$ cat config.mk
export PLATFORM = sky130hd
export DESIGN_NAME = pad_ctrl_top
export DESIGN_NICKNAME = d
export VERILOG_FILES = /design/src/pad_ctrl_pkg.sv /design/src/pad_lane_if.sv /design/src/pad_ctrl_regs.sv /design/src/pad_lane_mux.sv /design/src/pad_in_router.sv /design/src/pad_ctrl_top.sv
export VERILOG_INCLUDE_DIRS = /design/src
export SDC_FILE = /design/constraint.sdc
export NUM_CORES = 1
export LEC_CHECK = 0
export ABC_CLOCK_PERIOD_IN_PS = 3200
export CORE_MARGIN = 2
export CORE_UTILIZATION = 35
export CTS_CLUSTER_DIAMETER = 200
export DETAILED_ROUTE_END_ITERATION = 10
export DONT_BUFFER_PORTS = 1
export PLACE_DENSITY = 0.48
export RECOVER_POWER = 100
export SYNTH_ARGS = -nofsm -noshare
export SYNTH_HDL_FRONTEND = slang
export SYNTH_HIERARCHICAL = 1
export SYNTH_SLANG_ARGS = --single-unit
export TNS_END_PERCENT = 5
$ cat constraint.sdc
create_clock -name clk_i -period 3.2 [get_ports clk_i]
set_input_delay 0 -clock clk_i [delete_from_list [all_inputs] [get_ports clk_i]]
set_output_delay 0 -clock clk_i [all_outputs]
set_load 0.05 [all_outputs]
$ cat src/pad_ctrl_macros.svh
`ifndef PAD_CTRL_MACROS_SVH
`define PAD_CTRL_MACROS_SVH

////////////////////////////////////////
// Pad frame size
////////////////////////////////////////

`define PAD_N_PADS 10
`define PAD_CFG_W  6

////////////////////////////////////////
// Wishbone bus widths
////////////////////////////////////////

`define PAD_WB_AW 4
`define PAD_WB_DW 32

// Field positions inside one pad word
`define PAD_FLD_SEL_LSB  0
`define PAD_FLD_DCFG_LSB 8
`define PAD_FLD_GCFG_LSB 16

`endif

$ cat src/pad_ctrl_pkg.sv
`include "pad_ctrl_macros.svh"

package pad_ctrl_pkg;

   ////////////////////////////////////////
   // Data types
   ////////////////////////////////////////

   // Drive strength, pull and similar pad settings
   typedef logic [`PAD_CFG_W-1:0]  pad_cfg_t;

   typedef logic [`PAD_WB_AW-1:0]  wb_addr_t;
   typedef logic [`PAD_WB_DW-1:0]  wb_data_t;

   // One bit per pad
   typedef logic [`PAD_N_PADS-1:0] pad_vec_t;

   // Function select of a pad
   typedef enum logic [1:0] {
      PAD_FUNC_PERIPH = 2'd0,
      PAD_FUNC_GPIO   = 2'd1,
      PAD_FUNC_ALT    = 2'd2,
      PAD_FUNC_OFF    = 2'd3
   } pad_func_e;

   ////////////////////////////////////////
   // Pad indices
   ////////////////////////////////////////

   localparam int unsigned PAD_SPIM_SDIO0 = 0;
   localparam int unsigned PAD_SPIM_SDIO1 = 1;
   localparam int unsigned PAD_SPIM_SDIO2 = 2;
   localparam int unsigned PAD_SPIM_SDIO3 = 3;
   localparam int unsigned PAD_SPIM_CSN0  = 4;
   localparam int unsigned PAD_SPIM_SCK   = 5;
   localparam int unsigned PAD_UART_RX    = 6;
   localparam int unsigned PAD_UART_TX    = 7;
   localparam int unsigned PAD_I2C0_SDA   = 8;
   localparam int unsigned PAD_I2C0_SCL   = 9;

endpackage

$ cat src/pad_lane_if.sv
`timescale 1ns/1ps

interface pad_lane_if;

   // Register state of the pad
   pad_ctrl_pkg::pad_func_e sel;
   pad_ctrl_pkg::pad_cfg_t  cfg_dflt;
   pad_ctrl_pkg::pad_cfg_t  cfg_gpio;

   // Candidates for the pad driver
   logic                    func_out;
   logic                    func_oe;
   logic                    alt_out;
   logic                    alt_oe;
   logic                    gpio_out;
   logic                    gpio_oe;

   // Towards the pad cell
   logic                    pad_out;
   logic                    pad_oe;
   pad_ctrl_pkg::pad_cfg_t  pad_cfg;

   modport regs (
      output sel, cfg_dflt, cfg_gpio
   );

   modport lane (
      input  sel, cfg_dflt, cfg_gpio,
      input  func_out, func_oe, alt_out, alt_oe, gpio_out, gpio_oe,
      output pad_out, pad_oe, pad_cfg
   );

   modport router (
      input sel
   );

endinterface

$ cat src/pad_ctrl_regs.sv
`timescale 1ns/1ps

`include "pad_ctrl_macros.svh"

module pad_ctrl_regs (
   input  logic                   clk_i,
   input  logic                   arst_n_i,
   input  logic                   wb_cyc_i,
   input  logic                   wb_stb_i,
   input  logic                   wb_we_i,
   input  pad_ctrl_pkg::wb_addr_t wb_adr_i,
   input  pad_ctrl_pkg::wb_data_t wb_dat_i,
   output pad_ctrl_pkg::wb_data_t wb_dat_o,
   output logic                   wb_ack_o,
   pad_lane_if.regs               lanes [`PAD_N_PADS]
);

   import pad_ctrl_pkg::*;

   localparam int unsigned sel_w = $bits(pad_func_e);

   pad_func_e sel_q  [`PAD_N_PADS];
   pad_cfg_t  dcfg_q [`PAD_N_PADS];
   pad_cfg_t  gcfg_q [`PAD_N_PADS];

   logic      ack_q;
   logic      req;
   logic      wr_en;
   wb_data_t  rd_word;
   wb_data_t  rdata_q;

   // New request, one ack per request
   assign req   = wb_cyc_i & wb_stb_i & ~ack_q;
   assign wr_en = req & wb_we_i;

   ////////////////////////////////////////
   // Register file
   ////////////////////////////////////////

   always_ff @(posedge clk_i or negedge arst_n_i) begin
      if (!arst_n_i) begin
         ack_q <= 1'b0;
         for (int k = 0; k < `PAD_N_PADS; k++) begin
            sel_q[k]  <= PAD_FUNC_PERIPH;
            dcfg_q[k] <= '0;
            gcfg_q[k] <= '0;
         end
      end else begin
         ack_q <= req;
         // Words above the last pad are not decoded
         for (int k = 0; k < `PAD_N_PADS; k++) begin
            if (wr_en && (wb_adr_i == wb_addr_t'(k))) begin
               sel_q[k]  <= pad_func_e'(wb_dat_i[`PAD_FLD_SEL_LSB +: sel_w]);
               dcfg_q[k] <= wb_dat_i[`PAD_FLD_DCFG_LSB +: `PAD_CFG_W];
               gcfg_q[k] <= wb_dat_i[`PAD_FLD_GCFG_LSB +: `PAD_CFG_W];
            end
         end
      end
   end

   ////////////////////////////////////////
   // Read path
   ////////////////////////////////////////

   always_comb begin
      rd_word = '0;
      for (int k = 0; k < `PAD_N_PADS; k++) begin
         if (wb_adr_i == wb_addr_t'(k)) begin
            rd_word[`PAD_FLD_SEL_LSB +: sel_w]       = sel_q[k];
            rd_word[`PAD_FLD_DCFG_LSB +: `PAD_CFG_W] = dcfg_q[k];
            rd_word[`PAD_FLD_GCFG_LSB +: `PAD_CFG_W] = gcfg_q[k];
         end
      end
   end

   // Captured with the request, shown during ack
   always_ff @(posedge clk_i) begin
      if (req && !wb_we_i) begin
         rdata_q <= rd_word;
      end
   end

   assign wb_dat_o = rdata_q;
   assign wb_ack_o = ack_q;

   // Register outputs towards the lanes
   for (genvar g = 0; g < `PAD_N_PADS; g++) begin : g_lane
      assign lanes[g].sel      = sel_q[g];
      assign lanes[g].cfg_dflt = dcfg_q[g];
      assign lanes[g].cfg_gpio = gcfg_q[g];
   end

   // Single cycle ack pulse
   ack_pulse: assert property (@(posedge clk_i) disable iff (!arst_n_i)
      wb_ack_o |=> !wb_ack_o);

   // No ack outside a live bus cycle
   ack_in_cycle: assert property (@(posedge clk_i) disable iff (!arst_n_i)
      wb_ack_o |-> (wb_cyc_i && wb_stb_i));

endmodule

$ cat src/pad_lane_mux.sv
`timescale 1ns/1ps

module pad_lane_mux (
   pad_lane_if.lane lane
);

   import pad_ctrl_pkg::*;

   ////////////////////////////////////////
   // Driver select
   ////////////////////////////////////////

   always_comb begin
      case (lane.sel)
         PAD_FUNC_PERIPH: begin
            lane.pad_out = lane.func_out;
            lane.pad_oe  = lane.func_oe;
         end
         PAD_FUNC_GPIO: begin
            lane.pad_out = lane.gpio_out;
            lane.pad_oe  = lane.gpio_oe;
         end
         PAD_FUNC_ALT: begin
            lane.pad_out = lane.alt_out;
            lane.pad_oe  = lane.alt_oe;
         end
         default: begin
            // Pad parked, driver off
            lane.pad_out = 1'b0;
            lane.pad_oe  = 1'b0;
         end
      endcase
   end

   // GPIO word only while the pad is a GPIO
   assign lane.pad_cfg = (lane.sel == PAD_FUNC_GPIO) ? lane.cfg_gpio : lane.cfg_dflt;

endmodule

$ cat src/pad_in_router.sv
`timescale 1ns/1ps

`include "pad_ctrl_macros.svh"

module pad_in_router (
   input  pad_ctrl_pkg::pad_vec_t pad_in_i,
   pad_lane_if.router             lanes [`PAD_N_PADS],
   output logic [3:0]             spi_sdi_o,
   output logic                   uart_rx_o,
   output logic [1:0]             i2c_sda_in_o,
   output logic [1:0]             i2c_scl_in_o,
   output pad_ctrl_pkg::pad_vec_t gpio_in_o
);

   import pad_ctrl_pkg::*;

   pad_vec_t is_periph;
   pad_vec_t is_gpio;
   pad_vec_t is_alt;

   // Decoded mode per pad
   for (genvar g = 0; g < `PAD_N_PADS; g++) begin : g_mode
      assign is_periph[g] = (lanes[g].sel == PAD_FUNC_PERIPH);
      assign is_gpio[g]   = (lanes[g].sel == PAD_FUNC_GPIO);
      assign is_alt[g]    = (lanes[g].sel == PAD_FUNC_ALT);
   end

   ////////////////////////////////////////
   // Peripheral inputs
   ////////////////////////////////////////

   // SPI data lines idle low
   assign spi_sdi_o = pad_in_i[PAD_SPIM_SDIO3:PAD_SPIM_SDIO0]
                    & is_periph[PAD_SPIM_SDIO3:PAD_SPIM_SDIO0];

   // UART line idles high
   assign uart_rx_o = is_periph[PAD_UART_RX] ? pad_in_i[PAD_UART_RX] : 1'b1;

   // I2C0 on its own pads
   assign i2c_sda_in_o[0] = is_periph[PAD_I2C0_SDA] ? pad_in_i[PAD_I2C0_SDA] : 1'b1;
   assign i2c_scl_in_o[0] = is_periph[PAD_I2C0_SCL] ? pad_in_i[PAD_I2C0_SCL] : 1'b1;

   // I2C1 as alternate, SPI pads win over UART pads
   always_comb begin
      if (is_alt[PAD_SPIM_SDIO2]) begin
         i2c_sda_in_o[1] = pad_in_i[PAD_SPIM_SDIO2];
      end else if (is_alt[PAD_UART_RX]) begin
         i2c_sda_in_o[1] = pad_in_i[PAD_UART_RX];
      end else begin
         i2c_sda_in_o[1] = 1'b1;
      end

      if (is_alt[PAD_SPIM_SDIO3]) begin
         i2c_scl_in_o[1] = pad_in_i[PAD_SPIM_SDIO3];
      end else if (is_alt[PAD_UART_TX]) begin
         i2c_scl_in_o[1] = pad_in_i[PAD_UART_TX];
      end else begin
         i2c_scl_in_o[1] = 1'b1;
      end
   end

   ////////////////////////////////////////
   // GPIO inputs
   ////////////////////////////////////////

   always_comb begin
      gpio_in_o = pad_in_i & is_gpio;
   end

endmodule

$ cat src/pad_ctrl_top.sv
`timescale 1ns/1ps

`include "pad_ctrl_macros.svh"

module pad_ctrl_top (
   input  logic                   clk_i,
   input  logic                   arst_n_i,

   // Wishbone slave
   input  logic                   wb_cyc_i,
   input  logic                   wb_stb_i,
   input  logic                   wb_we_i,
   input  pad_ctrl_pkg::wb_addr_t wb_adr_i,
   input  pad_ctrl_pkg::wb_data_t wb_dat_i,
   output pad_ctrl_pkg::wb_data_t wb_dat_o,
   output logic                   wb_ack_o,

   // SPI master
   input  logic                   spi_sck_i,
   input  logic                   spi_csn_i,
   input  logic [3:0]             spi_sdo_i,
   input  logic [3:0]             spi_oe_i,
   output logic [3:0]             spi_sdi_o,

   // UART
   input  logic                   uart_tx_i,
   output logic                   uart_rx_o,

   // I2C masters
   input  logic [1:0]             i2c_sda_out_i,
   input  logic [1:0]             i2c_sda_oe_i,
   input  logic [1:0]             i2c_scl_out_i,
   input  logic [1:0]             i2c_scl_oe_i,
   output logic [1:0]             i2c_sda_in_o,
   output logic [1:0]             i2c_scl_in_o,

   // Timers
   input  logic [3:0]             timer_i,

   // GPIO
   input  pad_ctrl_pkg::pad_vec_t gpio_out_i,
   input  pad_ctrl_pkg::pad_vec_t gpio_dir_i,
   output pad_ctrl_pkg::pad_vec_t gpio_in_o,

   // Pad frame
   input  pad_ctrl_pkg::pad_vec_t pad_in_i,
   output pad_ctrl_pkg::pad_vec_t pad_out_o,
   output pad_ctrl_pkg::pad_vec_t pad_oe_o,
   output pad_ctrl_pkg::pad_cfg_t pad_cfg_o [`PAD_N_PADS]
);

   import pad_ctrl_pkg::*;

   pad_vec_t func_out;
   pad_vec_t func_oe;
   pad_vec_t alt_out;
   pad_vec_t alt_oe;

   pad_lane_if lanes [`PAD_N_PADS] ();

   ////////////////////////////////////////
   // Peripheral function per pad
   ////////////////////////////////////////

   assign func_out[PAD_SPIM_SDIO3:PAD_SPIM_SDIO0] = spi_sdo_i;
   assign func_oe[PAD_SPIM_SDIO3:PAD_SPIM_SDIO0]  = spi_oe_i;
   assign func_out[PAD_SPIM_CSN0] = spi_csn_i;
   assign func_oe[PAD_SPIM_CSN0]  = 1'b1;
   assign func_out[PAD_SPIM_SCK]  = spi_sck_i;
   assign func_oe[PAD_SPIM_SCK]   = 1'b1;
   // Input only pad
   assign func_out[PAD_UART_RX]   = 1'b0;
   assign func_oe[PAD_UART_RX]    = 1'b0;
   assign func_out[PAD_UART_TX]   = uart_tx_i;
   assign func_oe[PAD_UART_TX]    = 1'b1;
   assign func_out[PAD_I2C0_SDA]  = i2c_sda_out_i[0];
   assign func_oe[PAD_I2C0_SDA]   = i2c_sda_oe_i[0];
   assign func_out[PAD_I2C0_SCL]  = i2c_scl_out_i[0];
   assign func_oe[PAD_I2C0_SCL]   = i2c_scl_oe_i[0];

   ////////////////////////////////////////
   // Alternate function per pad
   ////////////////////////////////////////

   assign alt_out[PAD_SPIM_SDIO0] = timer_i[0];
   assign alt_oe[PAD_SPIM_SDIO0]  = 1'b1;
   assign alt_out[PAD_SPIM_SDIO1] = timer_i[1];
   assign alt_oe[PAD_SPIM_SDIO1]  = 1'b1;
   assign alt_out[PAD_SPIM_SDIO2] = i2c_sda_out_i[1];
   assign alt_oe[PAD_SPIM_SDIO2]  = i2c_sda_oe_i[1];
   assign alt_out[PAD_SPIM_SDIO3] = i2c_scl_out_i[1];
   assign alt_oe[PAD_SPIM_SDIO3]  = i2c_scl_oe_i[1];
   assign alt_out[PAD_SPIM_CSN0]  = timer_i[2];
   assign alt_oe[PAD_SPIM_CSN0]   = 1'b1;
   assign alt_out[PAD_SPIM_SCK]   = timer_i[3];
   assign alt_oe[PAD_SPIM_SCK]    = 1'b1;
   // Second placement of I2C1
   assign alt_out[PAD_UART_RX]    = i2c_sda_out_i[1];
   assign alt_oe[PAD_UART_RX]     = i2c_sda_oe_i[1];
   assign alt_out[PAD_UART_TX]    = i2c_scl_out_i[1];
   assign alt_oe[PAD_UART_TX]     = i2c_scl_oe_i[1];
   // No alternate on the I2C0 pads
   assign alt_out[PAD_I2C0_SDA]   = 1'b0;
   assign alt_oe[PAD_I2C0_SDA]    = 1'b0;
   assign alt_out[PAD_I2C0_SCL]   = 1'b0;
   assign alt_oe[PAD_I2C0_SCL]    = 1'b0;

   ////////////////////////////////////////
   // Instances
   ////////////////////////////////////////

   pad_ctrl_regs i_pad_ctrl_regs (
      .clk_i    (clk_i),
      .arst_n_i (arst_n_i),
      .wb_cyc_i (wb_cyc_i),
      .wb_stb_i (wb_stb_i),
      .wb_we_i  (wb_we_i),
      .wb_adr_i (wb_adr_i),
      .wb_dat_i (wb_dat_i),
      .wb_dat_o (wb_dat_o),
      .wb_ack_o (wb_ack_o),
      .lanes    (lanes)
   );

   for (genvar g = 0; g < `PAD_N_PADS; g++) begin : g_pad
      assign lanes[g].func_out = func_out[g];
      assign lanes[g].func_oe  = func_oe[g];
      assign lanes[g].alt_out  = alt_out[g];
      assign lanes[g].alt_oe   = alt_oe[g];
      assign lanes[g].gpio_out = gpio_out_i[g];
      assign lanes[g].gpio_oe  = gpio_dir_i[g];

      pad_lane_mux i_pad_lane_mux (
         .lane (lanes[g])
      );

      assign pad_out_o[g] = lanes[g].pad_out;
      assign pad_oe_o[g]  = lanes[g].pad_oe;
      assign pad_cfg_o[g] = lanes[g].pad_cfg;
   end

   pad_in_router i_pad_in_router (
      .pad_in_i     (pad_in_i),
      .lanes        (lanes),
      .spi_sdi_o    (spi_sdi_o),
      .uart_rx_o    (uart_rx_o),
      .i2c_sda_in_o (i2c_sda_in_o),
      .i2c_scl_in_o (i2c_scl_in_o),
      .gpio_in_o    (gpio_in_o)
   );

endmodule

==> results_dict.tcl <==
set metrics [dict create \
    max_slew_margin_pct -5.128 \
    route.detailed.drc 0 \
    fin_skew_ns 0.01851 \
    grt_pass1_vias 6015 \
    gp_congestion 0.7924 \
    dieWidth_um 165.1 \
    post_cts_resize_count 0 \
    vias 5795 \
    hold_viol 142 \
    grt_use_total_pct 20.72 \
    cap_violations 4 \
    final_max_slew_viol_count 4 \
    rsz0062_at_grt "no" \
    p_leak_nw 4.335 \
    antenna_left 0 \
    synth-simple-area-share_pct 7.880 \
    syn2layout_area_growth_pct 4.615 \
    post-route-util_pct 37.52 \
    fin_crit_sh_pct 90.60 \
    dpl_cell_area_um2 9036 \
    fp.dieH_um 165.1 \
    worstPathRequired_ns 3.54 \
    routed_via_density 5.457 \
    finalWirelength_mm 27.77 \
    synth_edf_count 14 \
    port_buffers 0 \
    syn_area_per_cell_um2 12.42 \
    num_rows 58 \
    peakVddDrop_mv 0.3392 \
    pwr_density_cell_nw_per_um2 620.9 \
    violations "hold timing, capacitance limit, slew limit" \
    cp_max_fo 14 \
    clock_latency_ns 0.45 \
    path_class "reg2reg" \
    cp.arrival_ns 3.23 \
    setup_violations 0 \
    die_area_um2 27250 \
    start_util_pct 35.86 \
    design_area_um2 9502 \
    netlist-cell-type-count 43 \
    grt_remaining_overflow 0 \
    drive_above_1_share_pct 24.97 \
    final_common_cell "dfrtp_1" \
    coreArea_um2 25330 \
    synth_xor_xnor_area_share_pct 0 \
    synthAdderAreaFrac_pct 0 \
    cts_tree "built" \
    synth_compound_area_share_pct 7.411 \
    antenna_found_initial 4 \
    rr_worst_depth 5 \
    final_cell_mix "dfrtp_1 (141), mux2_2 (127), nand2_1 (66)" \
    io_pins 226 \
    worst_pin_slew_ns 1.574 \
    fin_nets 810 \
    h-tree-depth 4 \
    cts.path.max_buffers 2 \
    clkTransAtPathRegs_ns 0.07 \
    cts_sinks 155 \
    synth_top_family_by_area "multiplexers" \
    fin_crit_ns 2.899 \
    hold_class "in2async" \
    syn-cell-area_um2 9082 \
    synth_mux_area_share_pct 32.97 \
    outcome "finished with violations" \
    synth_seq_area_share_pct 43.48 \
    synth_seq_cells 155 \
    numCtsBuffers 17 \
    syn_inst 731 \
    first_iter_violations 351 \
    clock.fmax_mhz 344.9 \
    tns_ns 0 \
    wl_per_cell_um 26.15 \
    cp-start-kind "flip-flop" \
    postCtsSetupRepairBufs 0 \
    synth_ff_type "dfrtp_1" \
    grt_max_degree 142 \
    critPathCaptureType "flip-flop" \
    dpl.hpwl_mm 19.40 \
    drtPass1Iterations 4 \
    hold_ws_ns -0.7483 \
    cts_hold_buffers 24 \
    yosysWarnings 6 \
    grt_pass1_wl_mm 40.42 \
    ys_async_sr_fraction_pct 90.97 \
    cts_root_buf "clkbuf_16" \
]
## cell usage after synthesis, types with 2 or more instances
cell type    n  area, um2
dfrtp_1    141       3528
mux2_2     127       1430
nand2_1     62      232.7
mux2_4      60      900.9
mux2i_1     46      460.4
buf_4       45      337.8
inv_1       20      75.07
o22ai_1     20      125.1
buf_6       16      180.2
buf_1       14      52.55
edfxtp_1    14      420.4
mux2_1      14      157.7
a21oi_1     13      65.06
a221o_1     13      130.1
a22o_1      13      113.9
o2111ai_1   13      113.9
o211ai_1    13      97.59
buf_2       12      60.06
nand2b_4    10      137.6
nor2_1      10      37.54
clkbuf_1     9      33.78
nor3b_1      6      45.04
and3b_1      5      43.79
nand2_2      4      25.02
conb_1       3      11.26
nand2b_1     3      18.77
or3_1        3      18.77
a31oi_1      2      12.51
and2_1       2      12.51
mux4_2       2      45.04
nor2_2       2      12.51
nor2b_1      2      12.51
nor3_4       2      32.53
## stage by stage
step	power (W)	setup slack [ns]	instances
floorplan	0.003971	1.112	759
global placement	0.004069	0.8405	1003
detailed placement	0.004104	0.7888	1003
CTS	0.006086	0.2576	1059
global route	0.006121	0.1637	1061
finish	0.005899	0.3008	1062
## registers in the layout, indices dropped and copies added, names as in the netlist
signal / count
i_pad_ctrl_regs/lanes.sel: 20
i_pad_ctrl_regs/lanes.cfg_gpio: 60
i_pad_ctrl_regs/wb_ack_o: 1
i_pad_ctrl_regs/wb_dat_o: 14
i_pad_ctrl_regs/lanes.cfg_dflt: 60
## cells by family after synthesis
kind of cell    Yosys count
mux                     249
compound gates           89
flops                   155
other cells               3
buf+inv                 116
simple gates            119
## worst paths after layout
kind	startpoint	end	slack (ns)
max	i_pad_ctrl_regs/wb_ack_o	i_pad_ctrl_regs/lanes[8].cfg_dflt[0]	0.30
max reg2reg	i_pad_ctrl_regs/wb_ack_o	i_pad_ctrl_regs/lanes[8].cfg_dflt[0]	0.30
min reg2reg	i_pad_ctrl_regs/lanes[7].cfg_gpio[4]	i_pad_ctrl_regs/lanes[7].cfg_gpio[4]	0.51
max in group asynchronous	arst_n_i	i_pad_ctrl_regs/lanes[1].cfg_gpio[3]	3.69
min	arst_n_i	i_pad_ctrl_regs/lanes[8].cfg_dflt[4]	-0.75
min in group clk_i	wb_adr_i[3]	i_pad_ctrl_regs/wb_dat_o[16]	-0.02
## power by group
group,internal (W),switching [W],leakage [nW],total [W]
Combinational,0.000424,0.00112,2.05,0.00155
Clock,0.00103,0.000884,0.265,0.00191
Sequential,0.00221,0.000234,2.02,0.00244
Total,0.00366,0.00224,4.34,0.00590
## cell type report
type,count,area (um2)
flip-flops and latches,155,3949
multi-input cells,488,4214
clock inverters,14,111.4
clock buffers,18,439.2
inverters,20,75.07
well taps,330,412.9
fillers,2486,15830
repair buffers,34,292.8
diodes,3,7.507
## worst max-delay path: stages, from the launching register on
cell	delay, ns
dfrtp_1	0.58
and4b_1	0.48
nand2_1	0.16
nor3_4	0.61
mux2_2	0.40
dlygate4sd3_1	0.55
## layer usage
metal	up-vias	part of all wire, %	wire length, um	global-route usage, %
li1	2553	-	-	-
met1	3023	41	11460	25.00
met2	186	51	14140	36.25
met3	31	6.3	1745	6.119
met4	2	1.5	408	5.099
met5	-	0.047	13	0
Power figures use the tool's default switching activity.
